$ cat src/rtl/dual_port_ram.sv
// Two port synchronous RAM
`timescale 1ns/1ps
`default_nettype none

module dual_port_ram #(
	parameter int DEPTH = 256,
	parameter int WIDTH = 8,
	localparam int AW = $clog2(DEPTH)
) (
	input  logic             clk,
	// CPU port
	input  logic [AW-1:0]    a_addr,
	input  logic [WIDTH-1:0] a_wdata,
	input  logic             a_we,
	output logic [WIDTH-1:0] a_rdata,
	// Read only port
	input  logic [AW-1:0]    b_addr,
	output logic [WIDTH-1:0] b_rdata
);

	logic [WIDTH-1:0] mem [DEPTH];

	always_ff @(posedge clk) begin
		if (a_we) begin
			mem[a_addr] <= a_wdata;
		end
		// Old data on a same-address write
		a_rdata <= mem[a_addr];
		b_rdata <= mem[b_addr];
	end

endmodule

`default_nettype wire

$ cat config.mk
export PLATFORM = sky130hd
export DESIGN_NAME = dual_port_ram
export DESIGN_NICKNAME = d
export VERILOG_FILES = /design/src/rtl/dual_port_ram.sv
export SDC_FILE = /design/constraint.sdc
export NUM_CORES = 2
export LEC_CHECK = 0
export CAP_MARGIN = 20
export CORE_AREA = 2 2 494 496
export DETAILED_ROUTE_END_ITERATION = 10
export DIE_AREA = 0 0 496 498
export DONT_BUFFER_PORTS = 1
export RECOVER_POWER = 25
export SETUP_SLACK_MARGIN = 0.5
export SYNTH_ARGS = -nofsm -noshare
export SYNTH_HDL_FRONTEND = slang
export SYNTH_SLANG_ARGS = --single-unit
$ cat constraint.sdc
create_clock -name clk -period 4 [get_ports clk]
set_input_delay 0.4 -clock clk [delete_from_list [all_inputs] [get_ports clk]]
set_output_delay 0.4 -clock clk [all_outputs]
set_load 0.01 [all_outputs]
==> results.toml <==
[synthesis]
async_flop_share_pct = 0
syn_area_per_cell_um2 = 20.0
synth_cell_type_count = 57
synth_area_um2 = 96200
ys_ff_latch = 2064
ys_seq_area_share_pct = 64.3
syn_nets = 4846
synthCells = 4820
yosys_warnings = 0
synth_ff_type = "edfxtp_1"
synth_enable_flop_cells = 2048

[cts]
root_buffer = "clkbuf_16"
numCtsBuffers = 213
clock_latency_ns = 0.87
htree_levels = 4
cts_setup_buffers = 0
clock-sinks = 2064
cts.reportedPaths.clkPinSlew_ns = 0.06
clk_path_buf_depth = 3
cts_tree = "built"

[critical_path]
reg2reg_depth = 6
regToRegSetupSlack_ns = 0.99
crit_arrival_ns = 5.14
required_ns = 4.69
crit_type = "input pin to register"
rr_endpoint = "b_rdata[0]"
cp-start-kind = "input pin"
cp-end-kind = "register"
crit_fanout = 508
worstReg2RegStart = "mem[39][0]"
setup.worst_path.start = "a_addr[0]"

[floorplanning]
die_area_um2 = 247000
die_h_um = 498
fp.coreArea_um2 = 242000
floorplan.rows = 181
dieWidth_um = 496
start_util_pct = 39.8
boundaryPins = 42

[timing]
clock.fmax_mhz = 225
layout_setup_ws_ns = -0.448
maxSlewHeadroom_pct = -130
fin_skew_ns = 0.0390
post-route-min-period_ns = 4.45
hold_violations = 0
slew_viol_final = 2149
tightestPinTransition_ns = 3.46
finalSetupViolations = 5
fin_crit_sh_pct = 111
rsz0062_at_grt = "false"

[worst_hold_path]
hp-class = "input pin to register"
worstHoldEndpoint = "a_rdata[4]"
holdPathStages = 2
min_from = "a_addr[4]"

[global_routing]
grt_util_all_layers_pct = 25.5
grt_pass1_vias = 54400
antenna_found_initial = 15
grt_max_degree = 604
grt_pass1_wl_um = 441000
grt_overflow = 0

[routing]
wirelength_um = 326000
drt_first_pass_iters = 6
final_antenna_net_count = 0
via_per_inst = 6.58
wl_per_cell_um = 38.6
drt_iter0_drc = 8775
drc = 0
num_vias = 55600

[power_and_ir_drop]
peakVddDrop_uv = 413
p_per_area_nw_per_um2 = 435
power_w = 0.0473
leakagePower_nw = 34.2

[cells_and_area]
syn_to_final_growth_pct = 13.0
finalNonFillerCells = 8441
drive_above_1_share_pct = 34.6
nets = 5074

[status]
status = "finished with violations"
violations = "capacitance limit, slew limit, setup timing"

[placed_design]
dpl.hpwl_um = 192000
dp_slack_ns = 0.489
gp_congestion = 0.919
portBuffers = 0
dp_cells = 7997

[job]
maxCapViolCount = 10
-- logic make-up after synthesis --
group,after synthesis,synth area share [%]
AO/OA/AOI/OAI,375,2.81
buffers and inverters,408,2.15
flip-flops,2064,64.3
multiplexers,1383,28.0
AND/OR/NAND/NOR,590,2.83
-- state kept, by name (all words and copies together), names as in the netlist --
| name | count |
|---|---|
| mem | 2048 |
| a_rdata | 8 |
| b_rdata | 8 |
-- synth_stat cells, types with 9 or more instances --
cell      count  area, µm²
mux2_2       22        248
buf_1        66        248
dfxtp_1      16        320
buf_4        53        398
a221oi_1      9       78.8
buf_2       112        561
mux4_2     1041      23400
o22ai_1      85        532
buf_6        26        293
nor4_1       33        206
edfxtp_1   2048      61500
nand2b_1     18        113
nor2b_1      21        131
a22oi_1      45        338
mux2i_1     320       3200
clkbuf_1    143        537
o211ai_1     11       82.6
nand2_1     103        387
a21oi_1      61        305
nor2_1      263        987
a211oi_1     19        143
nor3_1       57        285
o221ai_1     91        797
nand3_1      39        195
o21ai_0      10       50.1
or2_2        13       81.3
-- critical path, stage by stage --
cell and delay [ns]:
mux4_2 1.50, mux4_2 0.53, nand2_1 0.09, o21ai_0 0.21
a221oi_1 0.88, nand4b_1 0.19
-- stage by stage --
| step | cell area, µm² | hold WS (ns) | util (%) | TNS, ns |
|---|---|---|---|---|
| 4_1_cts | 108000 | -0.257 | 44.8 | 0 |
| 3_5_place_dp | 101000 | 0.545 | 41.9 | 0 |
| 3_3_place_gp | 101000 | 0.537 | 41.8 | 0 |
| 2_1_floorplan | 96200 | 0.499 | - | 0 |
| 6_report | 109000 | 0.0798 | 45.0 | -1.09 |
| 5_1_grt | 109000 | 0.0546 | 44.9 | 0 |
-- worst max-delay path by stage --
| stage | slack [ns] | endpoint |
|---|---|---|
| final | -0.45 | a_rdata[6] |
| after global routing | 0.53 | b_rdata[3] |
| after CTS | 1.14 | b_rdata[3] |
| after detailed placement | 0.49 | b_rdata[7] |
| after global placement | 0.59 | b_rdata[3] |
| after floorplan | 0.97 | mem[179][0] |
-- area by class of cell --
cell class | count | area, µm²
Antenna cell | 13 | 32.5
Clock buffer | 264 | 5630
Clock inverter | 129 | 1250
Fill cell | 20500 | 133000
Inverter | 8 | 36.3
Multi-Input combinational cell | 2348 | 32400
Sequential cell | 2064 | 61800
Tap cell | 3202 | 4010
Timing Repair Buffer | 413 | 3510
-- what timing repair did --
item / CTS / global route
endpoints found under the setup margin: 0 / 8
resized for setup: 0 / 2
hold buffers: 13 / 13
endpoints found under the hold margin: 2075 / 96
-- power by group --
part           total (W)  internal (W)  switching [W]  leakage, nW
registers         0.0240        0.0239       0.000124         18.5
logic            0.00342       0.00150        0.00192         12.3
clock network     0.0199        0.0112        0.00867         3.38
total             0.0473        0.0366         0.0107         34.2
-- metal layers --
metal  vias to the layer above  global-route usage, %  share of wire, %
met5                         -                      0             0.014
met4                         6                   10.9               5.2
met3                       631                   6.35                11
met2                      3501                   39.4                46
met1                     30000                   34.5                37
li1                      21400                      -                 -
-- layout by cell type (no fill, tap or decap), types with 8 or more instances in the layout --
master         synthesis  layout
nor2_1               263     262
nand2_1              103     102
o311ai_0               8       8
nand3_1               39      27
o21ai_0               10      10
buf_12                 0      12
nor2b_1               21      19
a21oi_1               61      61
mux2i_1              320     320
a211oi_1              19      19
clkbuf_16              0     223
clkinv_1               1      46
o22ai_1               85      85
nand3_2                0      12
a221oi_1               9       8
diode_2                0      13
dlygate4sd3_1          0      10
nand4_1                8       8
clkbuf_1             143      46
mux4_2              1041    1041
mux2_2                22      22
buf_4                 53     365
clkinv_2               0      49
bufinv_16              0      19
nor3_1                57      57
edfxtp_1            2048    2048
nor4_1                33      31
o211ai_1              11      11
a22oi_1               45      45
dfxtp_1               16      16
nand2b_1              18      17
o221ai_1              91      91
or2_2                 13      13
No activity file was read; power rests on OpenSTA's default activity.
