## config.mk

```make
export PLATFORM = sky130hd
export DESIGN_NAME = vram_mirror
export DESIGN_NICKNAME = d
export VERILOG_FILES = /design/src/rtl/mem_pkg.sv /design/src/rtl/vram_mirror.sv
export SDC_FILE = /design/constraint.sdc
export NUM_CORES = 1
export LEC_CHECK = 0
export ABC_CLOCK_PERIOD_IN_PS = 3500
export BUFFER_PORTS_ARGS = -buffer_cell sky130_fd_sc_hd__buf_2
export CAP_MARGIN = 15
export CORE_AREA = 5 5 42 44
export DETAILED_ROUTE_END_ITERATION = 6
export DIE_AREA = 0 0 47 49
export PLACE_DENSITY = 0.48
export SETUP_SLACK_MARGIN = 0.2
export SLEW_MARGIN = 10
export SYNTH_ARGS = -nofsm -noshare
export SYNTH_HDL_FRONTEND = slang
export SYNTH_SLANG_ARGS = --single-unit
```

## constraint.sdc

```tcl
create_clock -name vclk -period 3.5
set_input_delay 1.05 -clock vclk [all_inputs]
set_output_delay 1.05 -clock vclk [all_outputs]
set_load 0.05 [all_outputs]
```

## src/rtl/mem_pkg.sv

```systemverilog
// Memory controller shared types
`default_nettype none

package mem_pkg;

	////////////////////
	// CPU side

	// One CPU bus cycle, strobes have no handshake
	typedef struct packed {
		logic [15:0] addr;
		logic [7:0]  wdata;
		logic        wr;
		logic        rd;
	} cpu_bus_t;

	// Decoded target of a CPU access
	typedef enum logic [1:0] {
		REGION_WRAM,
		REGION_PPU,
		REGION_JOY,
		REGION_NONE
	} region_e;

	// PPU register index, address bits 2:0
	typedef enum logic [2:0] {
		REG_CTRL1,
		REG_CTRL2,
		REG_STATUS,
		REG_OAM_ADDR,
		REG_OAM_DATA,
		REG_SCROLL,
		REG_VADDR,
		REG_VDATA
	} ppu_reg_e;

	// Decoded access
	// offset holds the folded work RAM address, or the pad number in bit 0
	typedef struct packed {
		region_e     region;
		ppu_reg_e    reg_idx;
		logic [10:0] offset;
		logic [7:0]  wdata;
		logic        wr;
		logic        rd;
	} cpu_acc_t;

	////////////////////
	// PPU side

	// Nametable mirroring
	typedef enum logic {
		MIRROR_H,
		MIRROR_V
	} mirror_e;

	// Button levels of both pads
	typedef logic [1:0][7:0] joy_buttons_t;

	// Reads from here up bypass the read buffer
	localparam logic [15:0] PALETTE_BASE = 16'h3F00;

endpackage

`default_nettype wire

```

## src/rtl/vram_mirror.sv

```systemverilog
// Video address mirroring
`timescale 1ns/1ps
`default_nettype none

module vram_mirror import mem_pkg::*; #(
	parameter int VRAM_AW = 14
) (
	input  logic [15:0]        addr,
	input  mirror_e            mode,
	output logic [VRAM_AW-1:0] index
);

	logic [15:0] folded;

	always_comb begin
		// 16 KB space repeats above 0x3FFF
		folded = {2'b00, addr[13:0]};

		if (folded >= PALETTE_BASE) begin
			// Palette repeats every 32 bytes
			folded[7:5] = 3'b000;
			// Sprite backdrop entries alias the background ones
			if (folded[1:0] == 2'b00) begin
				folded[4] = 1'b0;
			end
		end else if (folded[13]) begin
			// 0x3000-0x3EFF lands on 0x2000
			folded[12] = 1'b0;
			// Two physical tables, quadrant bit chosen by mode
			if (mode == MIRROR_H) begin
				folded[10] = 1'b0;
			end else begin
				folded[11] = 1'b0;
			end
		end
	end

	assign index = folded[VRAM_AW-1:0];

endmodule

`default_nettype wire

```

==> flow_metrics.py <==
metrics = {
    "worst_setup_path": {
        "cp.required_ns": 2.45,
        "cp_slowest_cell": "o41a_1",
        "cpPeakStageDelay_ns": 0.39,
        "worstPathArrival_ns": 1.95,
        "crit_top_cell": "buf_2",
        "cp-start-kind": "primary input",
        "critPathMaxFanout": 7,
        "critical_path_class": "primary input to primary output",
        "cp-end-kind": "primary output",
        "path_cells": "buf_2, nand4_4, o41a_1, buf_2",
        "cp-startpoint": "addr[13]",
        "cp-endpoint": "index[4]",
    },
    "timing": {
        "maxSlewHeadroom_pct": 83.12,
        "final_max_slew_viol_count": 0,
        "setup_viol": 0,
        "tightest_slew_ns": 0.2550,
        "grt_setup_unrepaired": "false",
        "tns_ns": 0,
        "period_share_pct": 85.65,
        "hold_violations": 0,
        "max_freq_mhz": 333.6,
        "post-route-min-period_ns": 2.998,
    },
    "synth": {
        "syn_area_sq_um": 150.1,
        "yosysWarnings": 0,
        "ys_types": 9,
        "yosysTopAreaCellShare_pct": 35.00,
        "syn_nets": 36,
        "yosysSeqAreaShare_pct": 0,
        "synth_area_leader_cell": "buf_4",
        "synth_cells": 19,
        "synth.avg_cell_area_sq_um": 7.902,
        "synthTopCellsByCount": "buf_4, o21a_1, nand2_1, o2bb2ai_1",
        "yosys.cell_count.top_type": "buf_4",
        "ys_top_cells_by_area": "buf_4, o21a_1, nand4_4",
    },
    "floorplanning": {
        "dieArea_sq_um": 2303,
        "initial_core_util_pct": 10.71,
        "io_pins": 31,
        "fp.dieH_um": 49,
        "rows": 14,
        "die_w_um": 47,
        "core_sq_um": 1401,
    },
    "global_route": {
        "grt_util_all_layers_pct": 3.719,
        "grt_overflow": 0,
        "grt_antenna_before_repair": 0,
        "grt_pass1_wl_um": 690,
        "grt_max_degree": 8,
        "grt_pass1_vias": 156,
    },
    "clock_tree": {
        "post-cts-setup-buffers": 0,
        "cts_resized": 0,
        "ctsHoldBuffers": 0,
    },
    "place": {
        "gp_congestion": 0.5993,
        "numPortBuffers": 25,
        "placed_area_sq_um": 242.7,
    },
    "status": {
        "status": "finished, final reports clean",
    },
    "detailed_routing": {
        "viasPerCell": 3.792,
        "wire_per_inst_um": 9.245,
        "drt-total-wl_um": 490,
        "drcViolationCount": 0,
        "drt.antenna.violating_nets": 0,
        "via_count": 201,
        "first_pass_iters": 1,
        "drtIter0Drc": 0,
    },
    "cells_and_area": {
        "nFlopsAndLatches": 0,
        "stdcell_area_sq_um": 242.7,
        "layout-drive-gt1-share_pct": 70.27,
        "syn2layout_area_growth_pct": 61.67,
        "nClkBuffers": 0,
        "nets": 56,
        "fillCellCount": 174,
        "register_area_sq_um": 0,
        "diodes": 0,
    },
    "min_path": {
        "hold_class": "primary input to primary output",
    },
    "power_and_ir_drop": {
        "power_density_nw_per_um2": 218.6,
        "vdd_drop_max_mv": 0.02950,
        "leakagePower_nw": 0.1288,
    },
    "job": {
        "max_cap_viol_count": 0,
    },
}
[worst min-delay path by stage]
stage	startpoint	end	slack [ns]	cells after the start
2_1_floorplan	addr[0]	index[0]	2.27	1
3_3_place_gp	addr[2]	index[2]	2.10	0
3_5_place_dp	addr[2]	index[2]	2.10	0
4_1_cts	addr[2]	index[2]	2.10	0
5_1_grt	addr[3]	index[3]	2.10	0
6_report	addr[2]	index[2]	2.10	0
[cells by family after synthesis]
logic type	after synthesis	share of synthesized area [%]
AO/OA/AOI/OAI	7	38.34
buffers and inverters	8	37.50
AND/OR/NAND/NOR	4	24.17
[per-layer routing]
metal	GRT usage, %	part of all wire (%)
met4	0	0
met1	3.261	29
met3	0.3690	18
met5	0	0
met2	8.371	53
[power by group]
| part | total [mW] | switching [mW] | leakage, nW | internal [mW] |
|---|---|---|---|---|
| Sequential | 0 | 0 | 0 | 0 |
| Clock | 0 | 0 | 0 | 0 |
| Combinational | 0.0531 | 0.0386 | 0.129 | 0.0144 |
[worst max-delay path: cells and delay by family]
kind,cells,cell delay [ns]
compound gates,1,0.39
buf+inv,2,0.35
simple gates,1,0.15
[metrics by stage]
stage	hold slack (ns)	utilization [%]	setup WS, ns	power (mW)	std cells
after floorplan	2.267	-	0.4721	0.04617	19
after global placement	2.101	17.32	0.5105	0.05338	53
after detailed placement	2.101	17.32	0.5083	0.05356	53
after CTS	2.101	17.32	0.4995	0.05362	53
after global routing	2.100	17.32	0.4391	0.05595	53
final	2.100	17.32	0.5022	0.05307	53
[area by class of cell]
type	count	area, sq um	area share (%)
Timing Repair Buffer	25	125.1	51.55
Tap cell	16	20.02	8.247
Multi-Input combinational cell	11	93.84	38.66
Inverter	1	3.754	1.546
[cells in the final DEF, fill, tap and decap left out]
cell,count
buf_2,25
o21a_1,3
nand2_1,2
o2bb2ai_1,2
nand4_4,1
o41a_1,1
or2b_1,1
inv_1,1
o22ai_1,1
(Power assumes the default switching activity.)
