$ cat config.mk
export PLATFORM = sky130hd
export DESIGN_NAME = cpu_read_mux
export DESIGN_NICKNAME = d
export VERILOG_FILES = /design/src/rtl/mem_pkg.sv /design/src/rtl/cpu_read_mux.sv
export SDC_FILE = /design/constraint.sdc
export NUM_CORES = 1
export LEC_CHECK = 0
export BUFFER_PORTS_ARGS = -buffer_cell sky130_fd_sc_hd__buf_2
export CELL_PAD_IN_SITES_DETAIL_PLACEMENT = 1
export CELL_PAD_IN_SITES_GLOBAL_PLACEMENT = 1
export CORE_MARGIN = 2
export CORE_UTILIZATION = 15
export CTS_BUF_LIST = sky130_fd_sc_hd__clkbuf_2
export CTS_CLUSTER_SIZE = 8
export DETAILED_ROUTE_END_ITERATION = 10
export PLACE_DENSITY = 0.88
export SLEW_MARGIN = 20
export SYNTH_ARGS = -nofsm -noshare
export SYNTH_HDL_FRONTEND = slang
export SYNTH_SLANG_ARGS = --single-unit
$ cat constraint.sdc
create_clock -name clk -period 2.85 [get_ports clk]
set_input_delay 0.285 -clock clk [delete_from_list [all_inputs] [get_ports clk]]
set_output_delay 0.285 -clock clk [all_outputs]
set_load 0.01 [all_outputs]
$ cat src/rtl/mem_pkg.sv
// Memory controller shared types
`default_nettype none

package mem_pkg;

	////////////////////
	// CPU side

	// One CPU bus cycle, strobes have no handshake
	typedef struct packed {
		logic [15:0] addr;
		logic [7:0]  wdata;
		logic        wr;
		logic        rd;
	} cpu_bus_t;

	// Decoded target of a CPU access
	typedef enum logic [1:0] {
		REGION_WRAM,
		REGION_PPU,
		REGION_JOY,
		REGION_NONE
	} region_e;

	// PPU register index, address bits 2:0
	typedef enum logic [2:0] {
		REG_CTRL1,
		REG_CTRL2,
		REG_STATUS,
		REG_OAM_ADDR,
		REG_OAM_DATA,
		REG_SCROLL,
		REG_VADDR,
		REG_VDATA
	} ppu_reg_e;

	// Decoded access
	// offset holds the folded work RAM address, or the pad number in bit 0
	typedef struct packed {
		region_e     region;
		ppu_reg_e    reg_idx;
		logic [10:0] offset;
		logic [7:0]  wdata;
		logic        wr;
		logic        rd;
	} cpu_acc_t;

	////////////////////
	// PPU side

	// Nametable mirroring
	typedef enum logic {
		MIRROR_H,
		MIRROR_V
	} mirror_e;

	// Button levels of both pads
	typedef logic [1:0][7:0] joy_buttons_t;

	// Reads from here up bypass the read buffer
	localparam logic [15:0] PALETTE_BASE = 16'h3F00;

endpackage

`default_nettype wire

$ cat src/rtl/cpu_read_mux.sv
// CPU read data select
`timescale 1ns/1ps
`default_nettype none

module cpu_read_mux import mem_pkg::*; (
	input  logic       clk,
	input  logic       rst,
	input  cpu_acc_t   acc,
	input  logic [7:0] wram_rdata,
	input  logic [7:0] reg_rdata,
	input  logic [1:0] joy_bits,
	output logic [7:0] cpu_data_out
);

	region_e src_q;
	logic    pad_q;

	// Source of the read sampled at the last edge
	always_ff @(posedge clk or negedge rst) begin
		if (!rst) begin
			src_q <= REGION_NONE;
			pad_q <= 1'b0;
		end else begin
			src_q <= acc.rd ? acc.region : REGION_NONE;
			if (acc.rd && (acc.region == REGION_JOY)) begin
				pad_q <= acc.offset[0];
			end
		end
	end

	always_comb begin
		case (src_q)
			REGION_WRAM: cpu_data_out = wram_rdata;
			REGION_PPU: cpu_data_out = reg_rdata;
			// Serial bit on D0 only
			REGION_JOY: cpu_data_out = {7'd0, joy_bits[pad_q]};
			default: cpu_data_out = 8'h00;
		endcase
	end

endmodule

`default_nettype wire

==> run_results.csv <==
group,metric,value,unit
finish,multi_input_area,179,um2
synth,synthCells,27,
timing,drv_slew,0,
synth,ys_ff_latch,3,
clocking,clock-root-buffer,"clkbuf_2",
floorplanning,dieArea,2180,um2
placement,io_buffers,31,
floorplanning,die_y,46.6,um
finish,ff_latch_area,77.6,um2
flow_run,drv_cap,0,
timing,setup_viol,0,
worst_setup_path,cpPeakStageDelay,0.68,ns
synth,syn-num-nets,73,
timing,finClkSkew,0,ns
clocking,clock-sinks,3,
synth,seq_area_frac_synth,28.4,%
clocking,path_clk_slew,0.05,ns
floorplanning,ios,54,
power,max-vdd-ir-drop,161,uV
global_routing,grt_max_degree,10,
outcome,status,"complete, no violations",
global_routing,grt_antenna_before_repair,0,
clocking,htreeDepth,1,
timing,max_slew_margin,82.9,%
routing,dr.first_iter.drc_count,2,
worst_setup_path,critPathRequiredTime,2.57,ns
worst_setup_path,timing.rr.end,"pad_q$_DFFE_PN0P_",
finish,diodes,0,
worst_hold_path,holdCritStartpoint,"acc[24]",
worst_hold_path,whs_endpoint,"src_q[0]$_DFF_PN1_",
global_routing,first_global_vias,331,
clocking,clockBufferDepth,2,
synth,synth_xor_xnor_area_share,0,%
finish,drive_above_1_share,63.9,%
global_routing,grt_pass1_wl,1270,um
finish,n_fill_cell,230,
clocking,cts_setup_buffers,0,
routing,vias,321,
worst_setup_path,startpoint_type,"flop",
timing,rsz0062_at_grt,"false",
routing,post-route-drc-count,0,
synth,yosys.cell_types.count,11,
worst_setup_path,worstSetupEndpointType,"primary output",
finish,fin_util,27.4,%
clocking,clkLatencyLatePin,0.20,ns
timing,min_period,1.64,ns
timing,hold_viol,0,
timing,worst_slew_pin_slew,0.256,ns
routing,routed_wl,808,um
synth,muxShareOfSynthArea,38.5,%
synth,synth_top_family_by_area,"multiplexers",
floorplanning,die_w,46.6,um
worst_hold_path,hold_depth,2,
synth,yosys_warnings,0,
finish,fin_nets,108,
synth,syn_area,273,um2
timing,min_period_over_period,57.4,%
timing,setup-tns-final,0,ns
placement,place_ws,1.42,ns
floorplanning,start_util,15.8,%
worst_setup_path,cp_max_fo,9,
worst_setup_path,crit_slowest_cell,"dfstp_2",
floorplanning,num_rows,15,
power,power.leakage,0.000303,uW
global_routing,overflow,0,
synth,syn_area_per_cell,10.1,um2
worst_setup_path,worstPathCellList,"mux2i_1, o22ai_1, buf_2",
synth,synthSimpleGateAreaFrac,24.8,%
power,p_per_area,340,nW/um2
worst_setup_path,rr_worst_depth,1,
synth,synth_compound_area_share,2.29,%
worst_hold_path,min_path_type,"input port to flop",
worst_setup_path,critical_path_class,"flop to primary output",
routing,drt-pass1-iter-count,2,
routing,drt-vias-per-instance,3.73,
placement,dp_hpwl,695,um
clocking,cts_tree,"built",
floorplanning,core,1730,um2
clocking,cts_buffers,3,
synth,synth_fa_ha_area_share,0,%
worst_setup_path,r2r_slack,2.08,ns
timing,setup_ws,1.21,ns
routing,wl_per_cell,9.40,um
placement,place_congestion,0.525,
worst_setup_path,r2r_start,"pad_q$_DFFE_PN0P_",
routing,ant_nets,0,
finish,area_growth_syn_to_layout,73.4,%
worst_setup_path,crit_arrival,1.35,ns
global_routing,grt_use_total,8.66,%
timing,fmax,0.611,GHz
[cell type report]
cell class | count | area share [%]
Multi-Input combinational cell | 22 | 37.8
Timing Repair Buffer | 32 | 34.9
Sequential cell | 3 | 16.4
Tap cell | 25 | 6.61
Clock buffer | 4 | 4.23
[layout by cell type (no fill, tap or decap)]
cell type / synthesis / routed
or2b_1: 2 / 2
mux2_4: 1 / 1
dlygate4sd3_1: 0 / 1
mux2i_1: 9 / 9
nand3b_4: 1 / 1
dfstp_2: 2 / 2
o22ai_1: 1 / 1
nor2_1: 7 / 7
clkbuf_2: 1 / 4
dfrtp_1: 1 / 1
nand2b_1: 1 / 1
buf_2: 0 / 31
[worst max path at each step]
stage,endpoint,startpoint,depth (start not counted)
2_1_floorplan,cpu_data_out[0],src_q[1]$_DFF_PN1_,3
3_3_place_gp,cpu_data_out[0],src_q[0]$_DFF_PN1_,3
3_5_place_dp,cpu_data_out[0],src_q[0]$_DFF_PN1_,3
4_1_cts,cpu_data_out[0],src_q[0]$_DFF_PN1_,3
5_1_grt,cpu_data_out[0],src_q[0]$_DFF_PN1_,3
6_report,cpu_data_out[0],src_q[0]$_DFF_PN1_,3
[kinds of logic (layout without fill, tap and decap cells)]
family          count (synthesis)  in the layout
buf+inv                         2             36
simple gates                   11             11
mux                            10             10
flops                           3              3
compound gates                  1              1
[flip-flops by register name, summed over array words and instances, names as in the netlist]
register	count
pad_q	1
src_q	2
[cells in the mapped netlist]
master    instances  area (um2)
mux2i_1           9        90.1
nor2_1            7        26.3
dfstp_2           2        52.6
or2b_1            2        15.0
buf_6             1        11.3
clkbuf_2          1        5.00
dfrtp_1           1        25.0
mux2_4            1        15.0
nand2b_1          1        6.26
nand3b_4          1        20.0
o22ai_1           1        6.26
[stage by stage]
step                total power (uW)  hold slack, ns  instance area [um2]  cells
floorplan                       78.3         -0.0106                  273     27
global placement                 101          0.0781                  443     81
detailed placement               102          0.0836                  443     81
CTS                              167           0.267                  473     86
global route                     177           0.275                  473     86
finish                           161           0.284                  473     86
[power breakdown]
| part | switching, uW | total (uW) | leakage (uW) | internal (uW) |
|---|---|---|---|---|
| clock | 22.2 | 59.2 | 0.0000166 | 37.0 |
| combinational | 16.4 | 46.5 | 0.000253 | 30.1 |
| sequential | 6.86 | 55.2 | 0.0000329 | 48.3 |
[critical path: cells and delay by family (launching register included)]
kind / cells / cell delay (ns)
buf+inv: 1 / 0.14
flops: 1 / 0.68
compound gates: 1 / 0.10
mux: 1 / 0.23
[per-layer routing]
metal	GRT usage [%]	wire length, um	share of wire, %
met5	0	0	0
met4	6.67	0	0
met3	2.35	99	12
met2	15.6	438	54
met1	8.16	270	33
[what timing repair did]
item                                   CTS  global route
hold buffers                             1             0
resized for setup                        0             0
endpoints found under the hold margin    1             0
(Power assumes the default switching activity.)
