### config.mk
export PLATFORM = sky130hd
export DESIGN_NAME = joypad_shift
export DESIGN_NICKNAME = d
export VERILOG_FILES = /design/src/rtl/mem_pkg.sv /design/src/rtl/joypad_shift.sv
export SDC_FILE = /design/constraint.sdc
export NUM_CORES = 1
export LEC_CHECK = 0
export BUFFER_PORTS_ARGS = -buffer_cell sky130_fd_sc_hd__buf_2
export CORE_AREA = 3 3 40 42
export CTS_CLUSTER_DIAMETER = 100
export DETAILED_ROUTE_END_ITERATION = 10
export DIE_AREA = 0 0 43 45
export GPL_TIMING_DRIVEN = 0
export PLACE_DENSITY = 0.72
export SKIP_CTS_REPAIR_TIMING = 1
export SLEW_MARGIN = 20
export SYNTH_ARGS = -nofsm -noshare
export SYNTH_HDL_FRONTEND = slang
export SYNTH_SLANG_ARGS = --single-unit
export TNS_END_PERCENT = 5
### constraint.sdc
create_clock -name clk -period 2 [get_ports clk]
set_clock_uncertainty 0.15 [all_clocks]
set_input_delay 0.3 -clock clk [delete_from_list [all_inputs] [get_ports clk]]
set_output_delay 0.3 -clock clk [all_outputs]
set_load 0.01 [all_outputs]
### src/rtl/mem_pkg.sv
// Memory controller shared types
`default_nettype none

package mem_pkg;

	////////////////////
	// CPU side

	// One CPU bus cycle, strobes have no handshake
	typedef struct packed {
		logic [15:0] addr;
		logic [7:0]  wdata;
		logic        wr;
		logic        rd;
	} cpu_bus_t;

	// Decoded target of a CPU access
	typedef enum logic [1:0] {
		REGION_WRAM,
		REGION_PPU,
		REGION_JOY,
		REGION_NONE
	} region_e;

	// PPU register index, address bits 2:0
	typedef enum logic [2:0] {
		REG_CTRL1,
		REG_CTRL2,
		REG_STATUS,
		REG_OAM_ADDR,
		REG_OAM_DATA,
		REG_SCROLL,
		REG_VADDR,
		REG_VDATA
	} ppu_reg_e;

	// Decoded access
	// offset holds the folded work RAM address, or the pad number in bit 0
	typedef struct packed {
		region_e     region;
		ppu_reg_e    reg_idx;
		logic [10:0] offset;
		logic [7:0]  wdata;
		logic        wr;
		logic        rd;
	} cpu_acc_t;

	////////////////////
	// PPU side

	// Nametable mirroring
	typedef enum logic {
		MIRROR_H,
		MIRROR_V
	} mirror_e;

	// Button levels of both pads
	typedef logic [1:0][7:0] joy_buttons_t;

	// Reads from here up bypass the read buffer
	localparam logic [15:0] PALETTE_BASE = 16'h3F00;

endpackage

`default_nettype wire

### src/rtl/joypad_shift.sv
// Joypad shift register
`timescale 1ns/1ps
`default_nettype none

module joypad_shift import mem_pkg::*; #(
	parameter int PAD_ID = 0
) (
	input  logic       clk,
	input  logic       rst,
	input  cpu_acc_t   acc,
	input  logic [7:0] buttons,
	output logic       bit_out
);

	logic       strobe;
	logic       strobe_wr;
	logic       pad_rd;
	logic [7:0] shift;
	logic       bit_q;

	// Latch strobe lives at 0x4016 for both pads
	assign strobe_wr = (acc.region == REGION_JOY) && acc.wr && !acc.offset[0];
	assign pad_rd = (acc.region == REGION_JOY) && acc.rd && (acc.offset[0] == 1'(PAD_ID));

	always_ff @(posedge clk or negedge rst) begin
		if (!rst) begin
			strobe <= 1'b0;
			shift <= 8'h00;
			bit_q <= 1'b0;
		end else begin
			if (strobe_wr) begin
				strobe <= acc.wdata[0];
			end
			if (pad_rd) begin
				// Hold the bit seen at the sample edge
				bit_q <= shift[0];
			end
			if (strobe) begin
				shift <= buttons;
			end else if (pad_rd) begin
				// Ones after the eighth button
				shift <= {1'b1, shift[7:1]};
			end
		end
	end

	assign bit_out = bit_q;

endmodule

`default_nettype wire

==> impl.org <==
** Hold path
- Hold path depth :: 3
- Hold crit path type :: primary input to flop
- The path with the worst hold slack has its endpoint at shift[7].
- The worst hold path begins at buttons[7].

** STA
- Worst rel slew slack :: 0.738
- At the pin with the least slew margin, the transition time is approximately 390 ps.
- The number of pins exceeding their max-slew limit in the final report is 0.
- Hold timing on the final database bottoms out at a slack of 92.1 ps.
- Clock period minus final worst setup slack :: 1240 ps
- Adding up every negative setup slack in the final design gives 0 ps.
- Of the available clock period, the critical path in the final layout requires 0.621.
- The final number of hold-violating endpoints is 0.
- Final-report setup violation count :: 0
- Based on the critical path, the design can be clocked at up to approximately 810 MHz.
- Setup repair after global routing missed its margin :: no

** Synth
- Counting flops and latches in the post-synthesis netlist gives 10.
- Portion of the post-synthesis area used by sequential elements :: 0.548
- Summed over all instances, the cell type with the most area after synthesis is dfrtp_1.
- The average instance in the mapped netlist occupies 11.1 sq um.
- Leading cell types by total area after synthesis :: dfrtp_1 55%, mux2i_1 15%, o21ai_1 7.7%
- Number of different library cells in the post-synthesis netlist :: 12
- Net count after synthesis :: 77
- Synthesized instance count :: approximately 40
- Of the post-synthesis cell area, the dominant cell type holds 0.548.
- Number of warnings reported in the yosys synthesis log :: 0
- Syn Std Cell Area :: approximately 460 sq um

** Finish
- Commonest non-fill, non-tap cells in the layout :: 16 x buf_2, 10 x dfrtp_1, 9 x nand2_1
- After filler insertion, the fill cell instance count of the layout stands at roughly 130.
- Most common cell after layout, fill and taps aside :: buf_2
- In the final design database the tool counted 99 nets.
- Share of layout cells above drive strength 1 :: 0.371
- From synthesis to final layout, the design area changed by 31.8%.
- Diodes inserted :: 0

** Critical path
- STA puts the critical path data arrival time at 1280 ps.
- At the worst endpoint, the required time is about 2000 ps.
- The setup check on the worst reg-to-reg path leaves a slack of 760 ps.
- The endpoint identified for the worst register-to-register timing path is shift[1].
- The worst setup path is launched from a flop.
- Counting cells, the worst reg-to-reg path comes to 3.
- Critical setup path kind :: flop to flop
- In this run the worst path has a maximum fanout of 10.
- Kind of capture point of the worst setup path :: flop
- In this run the critical register-to-register path is launched from strobe.

** Power and ir drop
- In this run the power density over the cells is a little over 1000 mW/mm^2.
- Worst supply voltage drop on vdd :: approximately 0.49 mV
- For this design the static power due to leakage is roughly 0.28 nW.

** Route
- For this run, the detailed router's first-pass iteration total came to 1.
- In this run the remaining antenna-violating nets after routing total 0.
- Number of vias after detailed routing :: approximately 360
- The routed design has approximately 850 um of wire.
- In this run, the number of DRC markers left after iteration 0 of detailed routing was 0.
- In the routed layout, each cell is associated on average with a via count of between 4 and 5.
- Average routed wire per standard cell :: 11.1 um
- In the routed design, unresolved DRC markers number 0.

** GRT
- Pin count of the biggest net entering global routing :: 11
- For met3 alone, demand over resource in global routing was 0.0478.
- Number of global-route vias before repair :: about 370
- In the global route stage, overall resource usage came out at 0.118.
- Met2 usage in global routing :: 0.186
- Most heavily used metal layer in global routing :: met2
- The number of antenna violations at the first check in global routing came to 0.
- After global routing the overflow that remains totals 0.
- The first global-routing pass estimated between 1500 and 2000 um of wire.
- For met1 alone, demand over resource in global routing was 0.127.

** Clocking
- CTS placed an instance of clkbuf_4 at the clock tree root.
- CTS built an H-tree with a depth of 1.
- Number of clock sinks :: 10
- Maximum clock path buffer count :: 2
- TritonCTS clock tree :: yes
- The number of clock buffers added by TritonCTS is 3.
- Insertion delay to the later sink of the worst-skew pair :: between 200 and 300 ps
- Register clock-pin slew on the reported worst setup and hold paths :: ~70 ps

** Die
- Horizontal die dimension :: roughly 43 um
- Placeable core area :: 0.00128 sq mm
- Effective utilization at floorplan :: 0.355
- The die covers ~0.0019 sq mm.
- I/O pins :: 37
- The floorplan has 13 rows.
- The floorplan step set the die height to 45 um.

** Placement
- Input and output buffers added on the ports amount to 16.
- DP Wirelength :: ~660 um
- At the end of routability-driven placement, the weighted congestion stood at around 0.66.

** Status
- Status :: finished, final reports clean

** Flow run
- Max-capacitance violation count :: 0
-- routing by layer --
layer | share of wire | vias to the layer above
met1 | 0.41 | 157
li1 | - | 186
met3 | 0.054 | 2
met2 | 0.52 | 10
met4 | 0.020 | 0
met5 | 0 | -
-- state kept, by name (all words and copies together), names as in the netlist --
register	count
shift	8
bit_out	1
strobe	1
-- synthesized netlist by cell type --
library cell and count:
dfrtp_1 10, nand2_1 9, mux2i_1 7, o21ai_1 7, and4bb_1 1, buf_6 1
clkbuf_1 1, mux2_2 1, mux2_4 1, nor2_1 1, nor3_1 1, o21ai_0 1
-- per-stage QoR --
stage	instances	total power, mW	util	worst slack (ps)	cell area, sq um
after CTS	76	0.624	0.461	720	592
after floorplan	41	0.387	-	729	457
after global routing	77	0.665	0.468	566	602
after detailed placement	72	0.439	0.432	584	556
final	77	0.611	0.468	758	602
after global placement	72	0.432	0.432	585	556
-- cells by family after synthesis --
kind of cell | share of synthesized area
muxes | 0.211
DFF | 0.548
buffers and inverters | 0.0329
AOI/OAI and AO/OA | 0.0877
and+or+nand+nor | 0.121
-- how the worst max path moves through the flow --
stage / start / depth (start not counted) / slack, ps / end
2_1_floorplan: acc[24] / 3 / 730 / bit_out
3_3_place_gp: acc[24] / 4 / 590 / bit_out
3_5_place_dp: acc[24] / 4 / 580 / bit_out
4_1_cts: strobe / 3 / 720 / shift[1]
5_1_grt: strobe / 3 / 570 / shift[0]
6_report: strobe / 3 / 760 / shift[1]
-- worst max-delay path: stages (launching register included) --
cell and delay [ps]:
dfrtp_1 470, clkbuf_1 360, nand2_1 100, o21ai_1 90
-- power by group --
part,total (mW),switching [mW],internal (mW)
clock,0.179,0.0683,0.110
sequential,0.300,0.0365,0.263
combinational,0.133,0.0619,0.0707
total,0.611,0.167,0.445
-- area by class of cell --
type	count	area, sq um	area share
buffer	2	15.0	0.0249
clock buffer	4	36.3	0.0603
multi-input combinational	29	191	0.318
sequential	10	250	0.416
tap	15	18.8	0.0312
timing repair buffer	17	90.1	0.150
Power figures use the tool's default switching activity.
