`src/rtl/mem_pkg.sv`:
```
// Memory controller shared types
`default_nettype none

package mem_pkg;

	////////////////////
	// CPU side

	// One CPU bus cycle, strobes have no handshake
	typedef struct packed {
		logic [15:0] addr;
		logic [7:0]  wdata;
		logic        wr;
		logic        rd;
	} cpu_bus_t;

	// Decoded target of a CPU access
	typedef enum logic [1:0] {
		REGION_WRAM,
		REGION_PPU,
		REGION_JOY,
		REGION_NONE
	} region_e;

	// PPU register index, address bits 2:0
	typedef enum logic [2:0] {
		REG_CTRL1,
		REG_CTRL2,
		REG_STATUS,
		REG_OAM_ADDR,
		REG_OAM_DATA,
		REG_SCROLL,
		REG_VADDR,
		REG_VDATA
	} ppu_reg_e;

	// Decoded access
	// offset holds the folded work RAM address, or the pad number in bit 0
	typedef struct packed {
		region_e     region;
		ppu_reg_e    reg_idx;
		logic [10:0] offset;
		logic [7:0]  wdata;
		logic        wr;
		logic        rd;
	} cpu_acc_t;

	////////////////////
	// PPU side

	// Nametable mirroring
	typedef enum logic {
		MIRROR_H,
		MIRROR_V
	} mirror_e;

	// Button levels of both pads
	typedef logic [1:0][7:0] joy_buttons_t;

	// Reads from here up bypass the read buffer
	localparam logic [15:0] PALETTE_BASE = 16'h3F00;

endpackage

`default_nettype wire

```
`src/rtl/cpu_addr_map.sv`:
```
// CPU address decoder
`timescale 1ns/1ps
`default_nettype none

module cpu_addr_map import mem_pkg::*; (
	input  cpu_bus_t cpu_bus,
	output cpu_acc_t acc
);

	always_comb begin
		// Data and strobes pass straight through
		acc.wdata = cpu_bus.wdata;
		acc.wr = cpu_bus.wr;
		acc.rd = cpu_bus.rd;

		// Defaults for unmapped space
		acc.region = REGION_NONE;
		acc.reg_idx = REG_CTRL1;
		acc.offset = 11'd0;

		case (cpu_bus.addr[15:13])
			// 0x0000-0x1FFF
			3'b000: begin
				// 2 KB repeated four times
				acc.region = REGION_WRAM;
				acc.offset = cpu_bus.addr[10:0];
			end
			// 0x2000-0x3FFF
			3'b001: begin
				// Eight registers repeated every 8 bytes
				acc.region = REGION_PPU;
				acc.reg_idx = ppu_reg_e'(cpu_bus.addr[2:0]);
			end
			default: begin
				// 0x4016 and 0x4017 only
				if (cpu_bus.addr[15:1] == 15'h200B) begin
					acc.region = REGION_JOY;
					acc.offset = {10'd0, cpu_bus.addr[0]};
				end
				// Cartridge, mapper and audio space stay unmapped
			end
		endcase
	end

endmodule

`default_nettype wire

```
`config.mk`:
```
export PLATFORM = sky130hd
export DESIGN_NAME = cpu_addr_map
export DESIGN_NICKNAME = d
export VERILOG_FILES = /design/src/rtl/mem_pkg.sv /design/src/rtl/cpu_addr_map.sv
export SDC_FILE = /design/constraint.sdc
export NUM_CORES = 1
export LEC_CHECK = 0
export ABC_CLOCK_PERIOD_IN_PS = 1500
export BUFFER_PORTS_ARGS = -buffer_cell sky130_fd_sc_hd__clkbuf_2
export CORE_AREA = 2 2 39 41
export DETAILED_ROUTE_END_ITERATION = 10
export DIE_AREA = 0 0 41 43
export GPL_TIMING_DRIVEN = 0
export REMOVE_ABC_BUFFERS = 1
export SYNTH_ARGS = -nofsm -noshare
export SYNTH_HDL_FRONTEND = slang
export SYNTH_SLANG_ARGS = --single-unit
```
`constraint.sdc`:
```
create_clock -name vclk -period 1.5
set_input_delay 0.075 -clock vclk [all_inputs]
set_output_delay 0.075 -clock vclk [all_outputs]
set_load 0.1 [all_outputs]
```
==> run_results.csv, run 1 <==
group,metric,value,unit
route,routed_via_density,4.24,
logic_synthesis,syn_avg_cell_area,7.10,µm²
logic_synthesis,synth.yosys.warnings,0,
worst_setup_path,timing.critical_path.to_type,"output pin",
pwr,p_int,0.0330,mW
logic_synthesis,yosysTopAreaCell,"sky130_fd_sc_hd__buf_4",
logic_synthesis,synth.cell_area,241,µm²
global_route,first_pass_grt_wire_length,993,µm
finish,clock_buffers,0,
sta,max_freq,0.745,GHz
floorplanning,die_area,1760,µm²
global_route,number_of_global_route_vias_before_repair,255,
logic_synthesis,gate_count_post_synth,34,
global_route,grt_remaining_overflow,0,
floorplanning,floorplan.initialDensity,17.5,%
worst_setup_path,crit_path_max_fanout,5,
global_route,gr-max-usage-layer,"met2",
floorplanning,num_io_pins,52,
logic_synthesis,synth_top_area_share,31.1,%
run,maxCapViolCount,0,
route,detail_route.drc_violations,0,
pwr,netSwitchingFraction,77.8,%
logic_synthesis,yosys-top-cells-count,"sky130_fd_sc_hd__and2_1 (10), sky130_fd_sc_hd__buf_4 (10), sky130_fd_sc_hd__and3_2 (3)",
route,number_of_search_and_repair_iterations_in_the_first_detailed_routing_pass,1,
logic_synthesis,yosys.cell_types.count,13,
route,initialDrtViolationCount,0,
logic_synthesis,synth_area_leaders,"sky130_fd_sc_hd__buf_4 (31%), sky130_fd_sc_hd__and2_1 (26%), sky130_fd_sc_hd__and3_2 (9.3%)",
global_route,grtUsageMet2,12.5,%
worst_setup_path,startpoint_class_of_the_critical_path,"primary input",
sta,grt_setup_unrepaired,"no",
pwr,clockPowerShare,0,%
floorplanning,placeableCoreArea,1380,µm²
pwr,power.density_cell_area,427,nW/µm²
pwr,irDropWorstVdd,0.0915,mV
pwr,cellLeakagePower,0.207,nW
finish,finalNetCount,83,
placed_design,dp_cells,71,
global_route,use_met1,6.65,%
clocking,cts_setup_buffers,0,
route,avg_wl_per_cell,10.4,µm
finish,proportion_of_layout_cells_with_a_drive_suffix_above_1,67.3,%
route,vias,301,
sta,finalSetupViolations,0,
route,postRouteAntennaNets,0,
worst_hold_path,hold_class,"in -> out",
global_route,grt_start_max_net_pins,13,
pwr,power.share.sequential,0,%
placed_design,place_congestion,0.553,
route,wl,741,µm
sta,final_hold_viol_count,0,
pwr,power_switching,0.115,mW
placed_design,port_buffers,32,
finish,layout.sequential_cells,0,
worst_setup_path,crit_arrival,1.27,ns
finish,flow.area_growth_from_synthesis,44.0,%
sta,tightestPinTransition,0.544,ns
floorplanning,die_x,41,µm
finish,instances_no_fill,71,
floorplanning,floorplan.rows,14,
global_route,grt_use_met3,8.90,%
sta,period_share,89.5,%
floorplanning,die-height,43,µm
pwr,p_total,0.148,mW
finish,regArea,0,µm²
sta,timing.slew.headroom,63.9,%
pwr,pwr-share-comb,100.0,%
run_status,status,"completed",
global_route,globalRouteTotalUtil,7.79,%
sta,fin_tns_setup,0,ns
sta,period_needed,1.34,ns
logic_synthesis,sequential_to_total_area_share_from_yosys_stat,0,%
global_route,initial_antenna_violation_count,0,
worst_setup_path,cp.required,1.42,ns
clocking,hold_buffers,0,
worst_setup_path,critPathKind,"in -> out",
sta,timing.final.max_slew_violations,0,
finish,antenna_diodes,0,
logic make-up (layout without fill, tap and decap cells):
kind of cell | count (synthesis) | after routing | synth area share [%]
buffers and inverters | 12 | 33 | 34.7
AOI/OAI and AO/OA | 1 | 1 | 3.11
and+or+nand+nor | 21 | 21 | 62.2
critical path, stage by stage:
cell	delay (ns)
sky130_fd_sc_hd__clkbuf_2	0.12
sky130_fd_sc_hd__nor4bb_1	0.28
sky130_fd_sc_hd__and4_1	0.25
sky130_fd_sc_hd__o21a_1	0.11
sky130_fd_sc_hd__buf_2	0.41
cell usage in the layout (no fill, tap or decap), drive strengths merged:
| cell type | count |
|---|---|
| and2 | 10 |
| and3 | 3 |
| and4 | 1 |
| buf | 1 |
| clkbuf | 31 |
| inv | 1 |
| nor2 | 2 |
| nor3 | 2 |
| nor4b | 2 |
| nor4bb | 1 |
| o21a | 1 |
worst paths after layout:
check / slack [ns] / depth (start not counted) / from / to
setup / recovery: 0.16 / 5 / cpu_bus[23] / acc[10]
hold / removal: 0.15 / 0 / cpu_bus[0] / acc[0]
through the flow:
| step | instance area [µm²] | hold slack (ns) | utilization (%) | setup WS, ns |
|---|---|---|---|---|
| 2_1_floorplan | 161 | 0.150 | - | -0.217 |
| 3_3_place_gp | 342 | 0.151 | 24.7 | 0.0840 |
| 3_5_place_dp | 342 | 0.151 | 24.7 | 0.0692 |
| 4_1_cts | 342 | 0.151 | 24.7 | 0.0692 |
| 5_1_grt | 348 | 0.151 | 25.1 | 0.0190 |
| 6_report | 348 | 0.151 | 25.1 | 0.157 |
final cells by class:
| cell class | count | area (µm²) |
|---|---|---|
| fill | 164 | 1040 |
| tap | 16 | 20.0 |
| inverter | 1 | 3.75 |
| timing repair buffer | 32 | 160 |
| multi-input combinational | 22 | 164 |
power groups by stage:
stage / registers [mW] / logic [mW] / clock network, mW
floorplan: 0 / 0.108 / 0
global placement: 0 / 0.147 / 0
detailed placement: 0 / 0.148 / 0
CTS: 0 / 0.148 / 0
global route: 0 / 0.156 / 0
finish: 0 / 0.148 / 0
metal layers:
metal	share of wire, %	wire length [µm]
met1	29	216
met2	50	369
met5	0	0
met4	0	0
met3	21	154
timing repair:
action | 4_1_cts | 5_1_grt
endpoints found under the hold margin | 0 | 0
gates resized for setup | 0 | 2
endpoints found under the setup margin | 0 | 11
No activity file was read; power rests on OpenSTA's default activity.
==> inputs of run 2 (changes only) <==
--- a/config.mk
+++ b/config.mk
@@ -5,12 +5,14 @@
 export SDC_FILE = /design/constraint.sdc
 export NUM_CORES = 1
 export LEC_CHECK = 0
+export ABC_AREA = 1
 export ABC_CLOCK_PERIOD_IN_PS = 1500
 export BUFFER_PORTS_ARGS = -buffer_cell sky130_fd_sc_hd__clkbuf_2
 export CORE_AREA = 2 2 39 41
 export DETAILED_ROUTE_END_ITERATION = 10
 export DIE_AREA = 0 0 41 43
 export GPL_TIMING_DRIVEN = 0
+export PLACE_DENSITY = 0.7
 export REMOVE_ABC_BUFFERS = 1
 export SYNTH_ARGS = -nofsm -noshare
 export SYNTH_HDL_FRONTEND = slang
==> run 2 against run 1 <==
Fmax is 10% higher. Final cell count is 37% higher. Synthesized cell count is 74% higher. Routed wire length is 9.6% higher. Die area stayed put. Sequential share of layout area stayed put. Largest cell class unchanged.
==> run_results.csv, run 2 <==
group,metric,value,unit
run_status,status,"completed",
pwr,power.density_cell_area,408,nW/µm²
global_route,grt_start_max_net_pins,11,
placed_design,port_buffers,32,
logic_synthesis,post-synth-top-count-cell,"sky130_fd_sc_hd__inv_1",
floorplanning,floorplan.initialDensity,22.9,%
pwr,p_total,0.172,mW
route,postRouteAntennaNets,0,
worst_setup_path,critPathKind,"in -> out",
floorplanning,placeableCoreArea,1380,µm²
logic_synthesis,synth.cell_area,317,µm²
global_route,number_of_global_route_vias_before_repair,335,
route,number_of_search_and_repair_iterations_in_the_first_detailed_routing_pass,2,
logic_synthesis,syn_avg_cell_area,5.37,µm²
finish,final_util,30.5,%
global_route,initial_antenna_violation_count,0,
finish,layout.cells.most_common,"sky130_fd_sc_hd__clkbuf_2",
logic_synthesis,gate_count_post_synth,59,
logic_synthesis,synth.yosys.warnings,0,
sta,final_hold_viol_count,0,
route,initialDrtViolationCount,4,
logic_synthesis,synth_top_area_share,23.7,%
sta,timing.final.max_slew_violations,0,
finish,finalNetCount,109,
worst_setup_path,setup.worst_path.start,"cpu_bus[24]",
clocking,cts_resized,0,
sta,fin_tns_setup,0,ns
sta,period_share,81.2,%
sta,timing.slew.headroom,64.1,%
worst_setup_path,cp.required,1.42,ns
worst_setup_path,crit_path_max_fanout,10,
sta,period_needed,1.22,ns
route,wl,812,µm
logic_synthesis,yosys-top-cells-count,"sky130_fd_sc_hd__inv_1 (13), sky130_fd_sc_hd__buf_4 (10), sky130_fd_sc_hd__nor2_1 (10), sky130_fd_sc_hd__nor2_2 (10), sky130_fd_sc_hd__nand2_1 (8)",
placed_design,place_congestion,0.687,
floorplanning,floorplan.rows,14,
floorplanning,die-height,43,µm
finish,commonest_cells_after_routing_fill_and_taps_aside,"sky130_fd_sc_hd__clkbuf_2 (32), sky130_fd_sc_hd__inv_1 (13), sky130_fd_sc_hd__nor2_2 (10), sky130_fd_sc_hd__nor2_1 (10), sky130_fd_sc_hd__nand2_1 (8)",
pwr,irDropWorstVdd,0.155,mV
clocking,hold_buffers,0,
route,vias,380,
finish,regArea,0,µm²
global_route,first_pass_grt_wire_length,1.30,mm
finish,clock_buffers,0,
finish,proportion_of_layout_cells_with_a_drive_suffix_above_1,58.0,%
sta,grt_setup_unrepaired,"no",
floorplanning,die_area,1760,µm²
logic_synthesis,yosysTopAreaCell,"sky130_fd_sc_hd__buf_4",
route,detail_route.drc_violations,0,
pwr,cellLeakagePower,0.287,nW
logic_synthesis,sequential_to_total_area_share_from_yosys_stat,0,%
sta,tightestPinTransition,0.541,ns
logic_synthesis,synth_area_leaders,"sky130_fd_sc_hd__buf_4 (24%), sky130_fd_sc_hd__nor2_2 (20%), sky130_fd_sc_hd__inv_1 (15%)",
sta,finalSetupViolations,0,
finish,antenna_diodes,0,
worst_setup_path,crit_path_end,"acc[20]",
worst_setup_path,timing.critical_path.to_type,"output pin",
finish,flow.area_growth_from_synthesis,33.2,%
floorplanning,num_io_pins,52,
finish,layout.sequential_cells,0,
placed_design,half_perimeter_wire_length_of_the_detailed_placement_result,742,µm
sta,max_freq,0.821,GHz
worst_setup_path,crit_arrival,1.14,ns
route,avg_wl_per_cell,8.37,µm
run,maxCapViolCount,0,
logic_synthesis,yosys.cell_types.count,11,
worst_hold_path,hold_class,"in -> out",
route,routed_via_density,3.92,
worst_setup_path,startpoint_class_of_the_critical_path,"primary input",
clocking,cts_setup_buffers,0,
global_route,globalRouteTotalUtil,9.89,%
floorplanning,die_x,41,µm
global_route,grt_remaining_overflow,0,
==> run 2: cell count changes in the layout (fill, tap and decap cells not counted), moves of 3 or more <==
cell,previous run,this run
sky130_fd_sc_hd__and3_2,3,0
sky130_fd_sc_hd__and2_1,10,0
sky130_fd_sc_hd__nor2_2,0,10
sky130_fd_sc_hd__nand2_1,0,8
sky130_fd_sc_hd__inv_1,1,13
sky130_fd_sc_hd__nand3_1,0,3
sky130_fd_sc_hd__nor2_1,2,10
==> run 2: final cells by class <==
class	instances	area [µm²]
multi-input combinational	34	180
inverter	15	61.3
timing repair buffer	32	160
fill	168	962
tap	16	20.0
==> run 2: critical path, cell delays in order <==
cell and delay, ns:
sky130_fd_sc_hd__clkbuf_2 0.09, sky130_fd_sc_hd__or2_4 0.27, sky130_fd_sc_hd__inv_6 0.08, sky130_fd_sc_hd__nand2_8 0.08, sky130_fd_sc_hd__nor2_2 0.09, sky130_fd_sc_hd__clkbuf_2 0.45
==> run 2: metal layers <==
layer  share of wire [%]  vias to the layer above  track usage (%)
met2                  49                       33             16.3
met4                   0                        0                0
met3                  20                        0             7.85
met5                   0                        -                0
met1                  31                      147             10.1
li1                    -                      200                -
==> run 2: worst min-delay path by stage <==
stage                    start  cells after the start  endpoint
floorplan           cpu_bus[0]                      0    acc[0]
global placement    cpu_bus[3]                      0    acc[3]
detailed placement  cpu_bus[3]                      0    acc[3]
CTS                 cpu_bus[3]                      0    acc[3]
global route        cpu_bus[3]                      0    acc[3]
finish              cpu_bus[5]                      0    acc[5]
==> run 2: kinds of logic after synthesis <==
| kind of cell | Yosys count | synth area share [%] |
|---|---|---|
| AND/OR/NAND/NOR | 34 | 56.9 |
| buffers and inverters | 25 | 43.1 |
==> run 2: through the flow <==
step | hold slack (ns) | instance area, µm² | worst slack [ns] | cells
CTS | 0.151 | 422 | 0.270 | 97
finish | 0.151 | 422 | 0.282 | 97
global placement | 0.151 | 422 | 0.285 | 97
floorplan | 0.150 | 241 | -0.473 | 49
detailed placement | 0.151 | 422 | 0.270 | 97
global route | 0.151 | 422 | 0.198 | 97
==> run 2: power by group <==
group	switching [mW]	internal [mW]	total, mW
sequential	0	0	0
combinational	0.135	0.0367	0.172
clock	0	0	0
total	0.135	0.0367	0.172
==> inputs of run 3 (changes only) <==
--- a/config.mk
+++ b/config.mk
@@ -6,13 +6,13 @@
 export NUM_CORES = 1
 export LEC_CHECK = 0
 export ABC_AREA = 1
-export ABC_CLOCK_PERIOD_IN_PS = 1500
+export ABC_CLOCK_PERIOD_IN_PS = 1100
 export BUFFER_PORTS_ARGS = -buffer_cell sky130_fd_sc_hd__clkbuf_2
 export CORE_AREA = 2 2 39 41
 export DETAILED_ROUTE_END_ITERATION = 10
 export DIE_AREA = 0 0 41 43
 export GPL_TIMING_DRIVEN = 0
-export PLACE_DENSITY = 0.7
+export PLACE_DENSITY = 0.73
 export REMOVE_ABC_BUFFERS = 1
 export SYNTH_ARGS = -nofsm -noshare
 export SYNTH_HDL_FRONTEND = slang
==> constraint.sdc (replaced) <==
create_clock -name vclk -period 1.1
set_input_delay 0.055 -clock vclk [all_inputs]
set_output_delay 0.055 -clock vclk [all_outputs]
set_load 0.1 [all_outputs]
==> run 3 against run 2 <==
Hold slack worse by 0.040 ns. Largest cell class is now buffers. Utilization rose by 3.2 points. Sequential cell count is the same.
==> run_results.csv, run 3 (synthesis results as in run 2) <==
group,metric,value,unit
run_status,status,"completed",
sta,timing.slew.headroom,64.2,%
clocking,cts_setup_buffers,0,
sta,fin_tns_setup,0,ns
route,initialDrtViolationCount,2,
placed_design,place_congestion,0.687,
sta,max_freq,0.947,GHz
sta,timing.final.max_slew_violations,0,
worst_hold_path,hold_depth,0,
worst_setup_path,startpoint_class_of_the_critical_path,"primary input",
worst_setup_path,crit_path_max_fanout,10,
worst_setup_path,cp_cell_sequence,"clkbuf_2 -> or2_4 -> inv_6 -> nand2_8 -> nor2_2 -> clkbuf_4",
sta,grt_setup_unrepaired,"no",
sta,period_needed,1.06,ns
floorplanning,floorplan.rows,14,
finish,fillCellCount,154,
finish,commonest_cells_after_routing_fill_and_taps_aside,"sky130_fd_sc_hd__clkbuf_2 (17), sky130_fd_sc_hd__inv_1 (13), sky130_fd_sc_hd__nor2_2 (11)",
floorplanning,die_x,41,µm
worst_hold_path,hold_class,"in -> out",
finish,regArea,0,µm²
worst_setup_path,critPathKind,"in -> out",
placed_design,half_perimeter_wire_length_of_the_detailed_placement_result,740,µm
worst_setup_path,timing.critical_path.to_type,"output pin",
worst_hold_path,hold_start,"cpu_bus[0]",
global_route,initial_antenna_violation_count,0,
pwr,cellLeakagePower,0.296,nW
route,avg_wl_per_cell,8.53,µm
placed_design,port_buffers,32,
worst_setup_path,cp.required,1.04,ns
pwr,irDropWorstVdd,0.268,mV
global_route,globalRouteTotalUtil,9.19,%
route,wl,827,µm
finish,flow.area_growth_from_synthesis,47.0,%
sta,period_share,96.0,%
finish,proportion_of_layout_cells_with_a_drive_suffix_above_1,59.3,%
pwr,p_total,0.246,mW
sta,finalSetupViolations,0,
floorplanning,die_area,1760,µm²
worst_setup_path,setup.worst_path.start,"cpu_bus[24]",
clocking,hold_buffers,0,
floorplanning,placeableCoreArea,1380,µm²
route,routed_via_density,4.04,
floorplanning,floorplan.initialDensity,22.9,%
finish,layout.cells.most_common,"sky130_fd_sc_hd__clkbuf_2",
route,detail_route.drc_violations,0,
global_route,number_of_global_route_vias_before_repair,330,
floorplanning,num_io_pins,52,
run,maxCapViolCount,0,
global_route,grt_start_max_net_pins,11,
finish,clock_buffers,0,
route,postRouteAntennaNets,0,
worst_setup_path,crit_arrival,1.00,ns
route,number_of_search_and_repair_iterations_in_the_first_detailed_routing_pass,2,
worst_setup_path,cpPeakStageDelay,0.33,ns
floorplanning,die-height,43,µm
finish,finalNetCount,109,
route,vias,392,
pwr,power.density_cell_area,528,nW/µm²
worst_setup_path,critPathSlowestCell,"sky130_fd_sc_hd__clkbuf_4",
sta,final_hold_viol_count,0,
global_route,first_pass_grt_wire_length,1.21,mm
finish,final_util,33.6,%
sta,tightestPinTransition,0.539,ns
finish,antenna_diodes,0,
global_route,grt_remaining_overflow,0,
finish,layout.sequential_cells,0,
run 3: changes by cell type in the layout (fill, tap and decap cells not counted), sizes merged:
cell    before  now
buf          0    8
clkbuf      32   24
run 3: worst paths after layout:
check / end / slack [ns]
setup / recovery: acc[20] / 0.04
hold / removal: acc[0] / 0.11
run 3: metrics by stage:
stage	cell area [µm²]	setup WS (ns)	hold slack, ns	std cells
finish	465	0.0442	0.111	97
detailed placement	422	-0.0885	0.111	97
global route	465	0.00120	0.111	97
floorplan	241	-0.833	0.110	49
global placement	422	-0.0737	0.111	97
CTS	459	0.0386	0.111	97
run 3: power breakdown:
group          internal (mW)  switching (mW)  leakage, nW
clock                      0               0            0
sequential                 0               0            0
combinational         0.0596           0.186        0.296
total                 0.0596           0.186        0.296
run 3: area by class of cell:
class / instances / area (µm²) / share of cell area (%)
Inverter: 15 / 61.3 / 13.2
Timing Repair Buffer: 32 / 201 / 43.3
Multi-Input combinational cell: 34 / 183 / 39.2
Tap cell: 16 / 20.0 / 4.30
run 3: worst max-delay path, delay by kind of cell:
family / cells / cell delay (ns)
buf+inv: 3 / 0.50
simple gates: 3 / 0.44
run 3: layer usage:
| metal | share of wire, % | GRT usage [%] |
|---|---|---|
| met5 | 0 | 0 |
| met3 | 17 | 5.76 |
| met1 | 34 | 8.86 |
| met2 | 49 | 16.6 |
| met4 | 0 | 0 |
run 3: what timing repair did:
item,CTS,global route
endpoints found under the setup margin,15,8
gates resized for setup,15,10
endpoints found under the hold margin,0,0
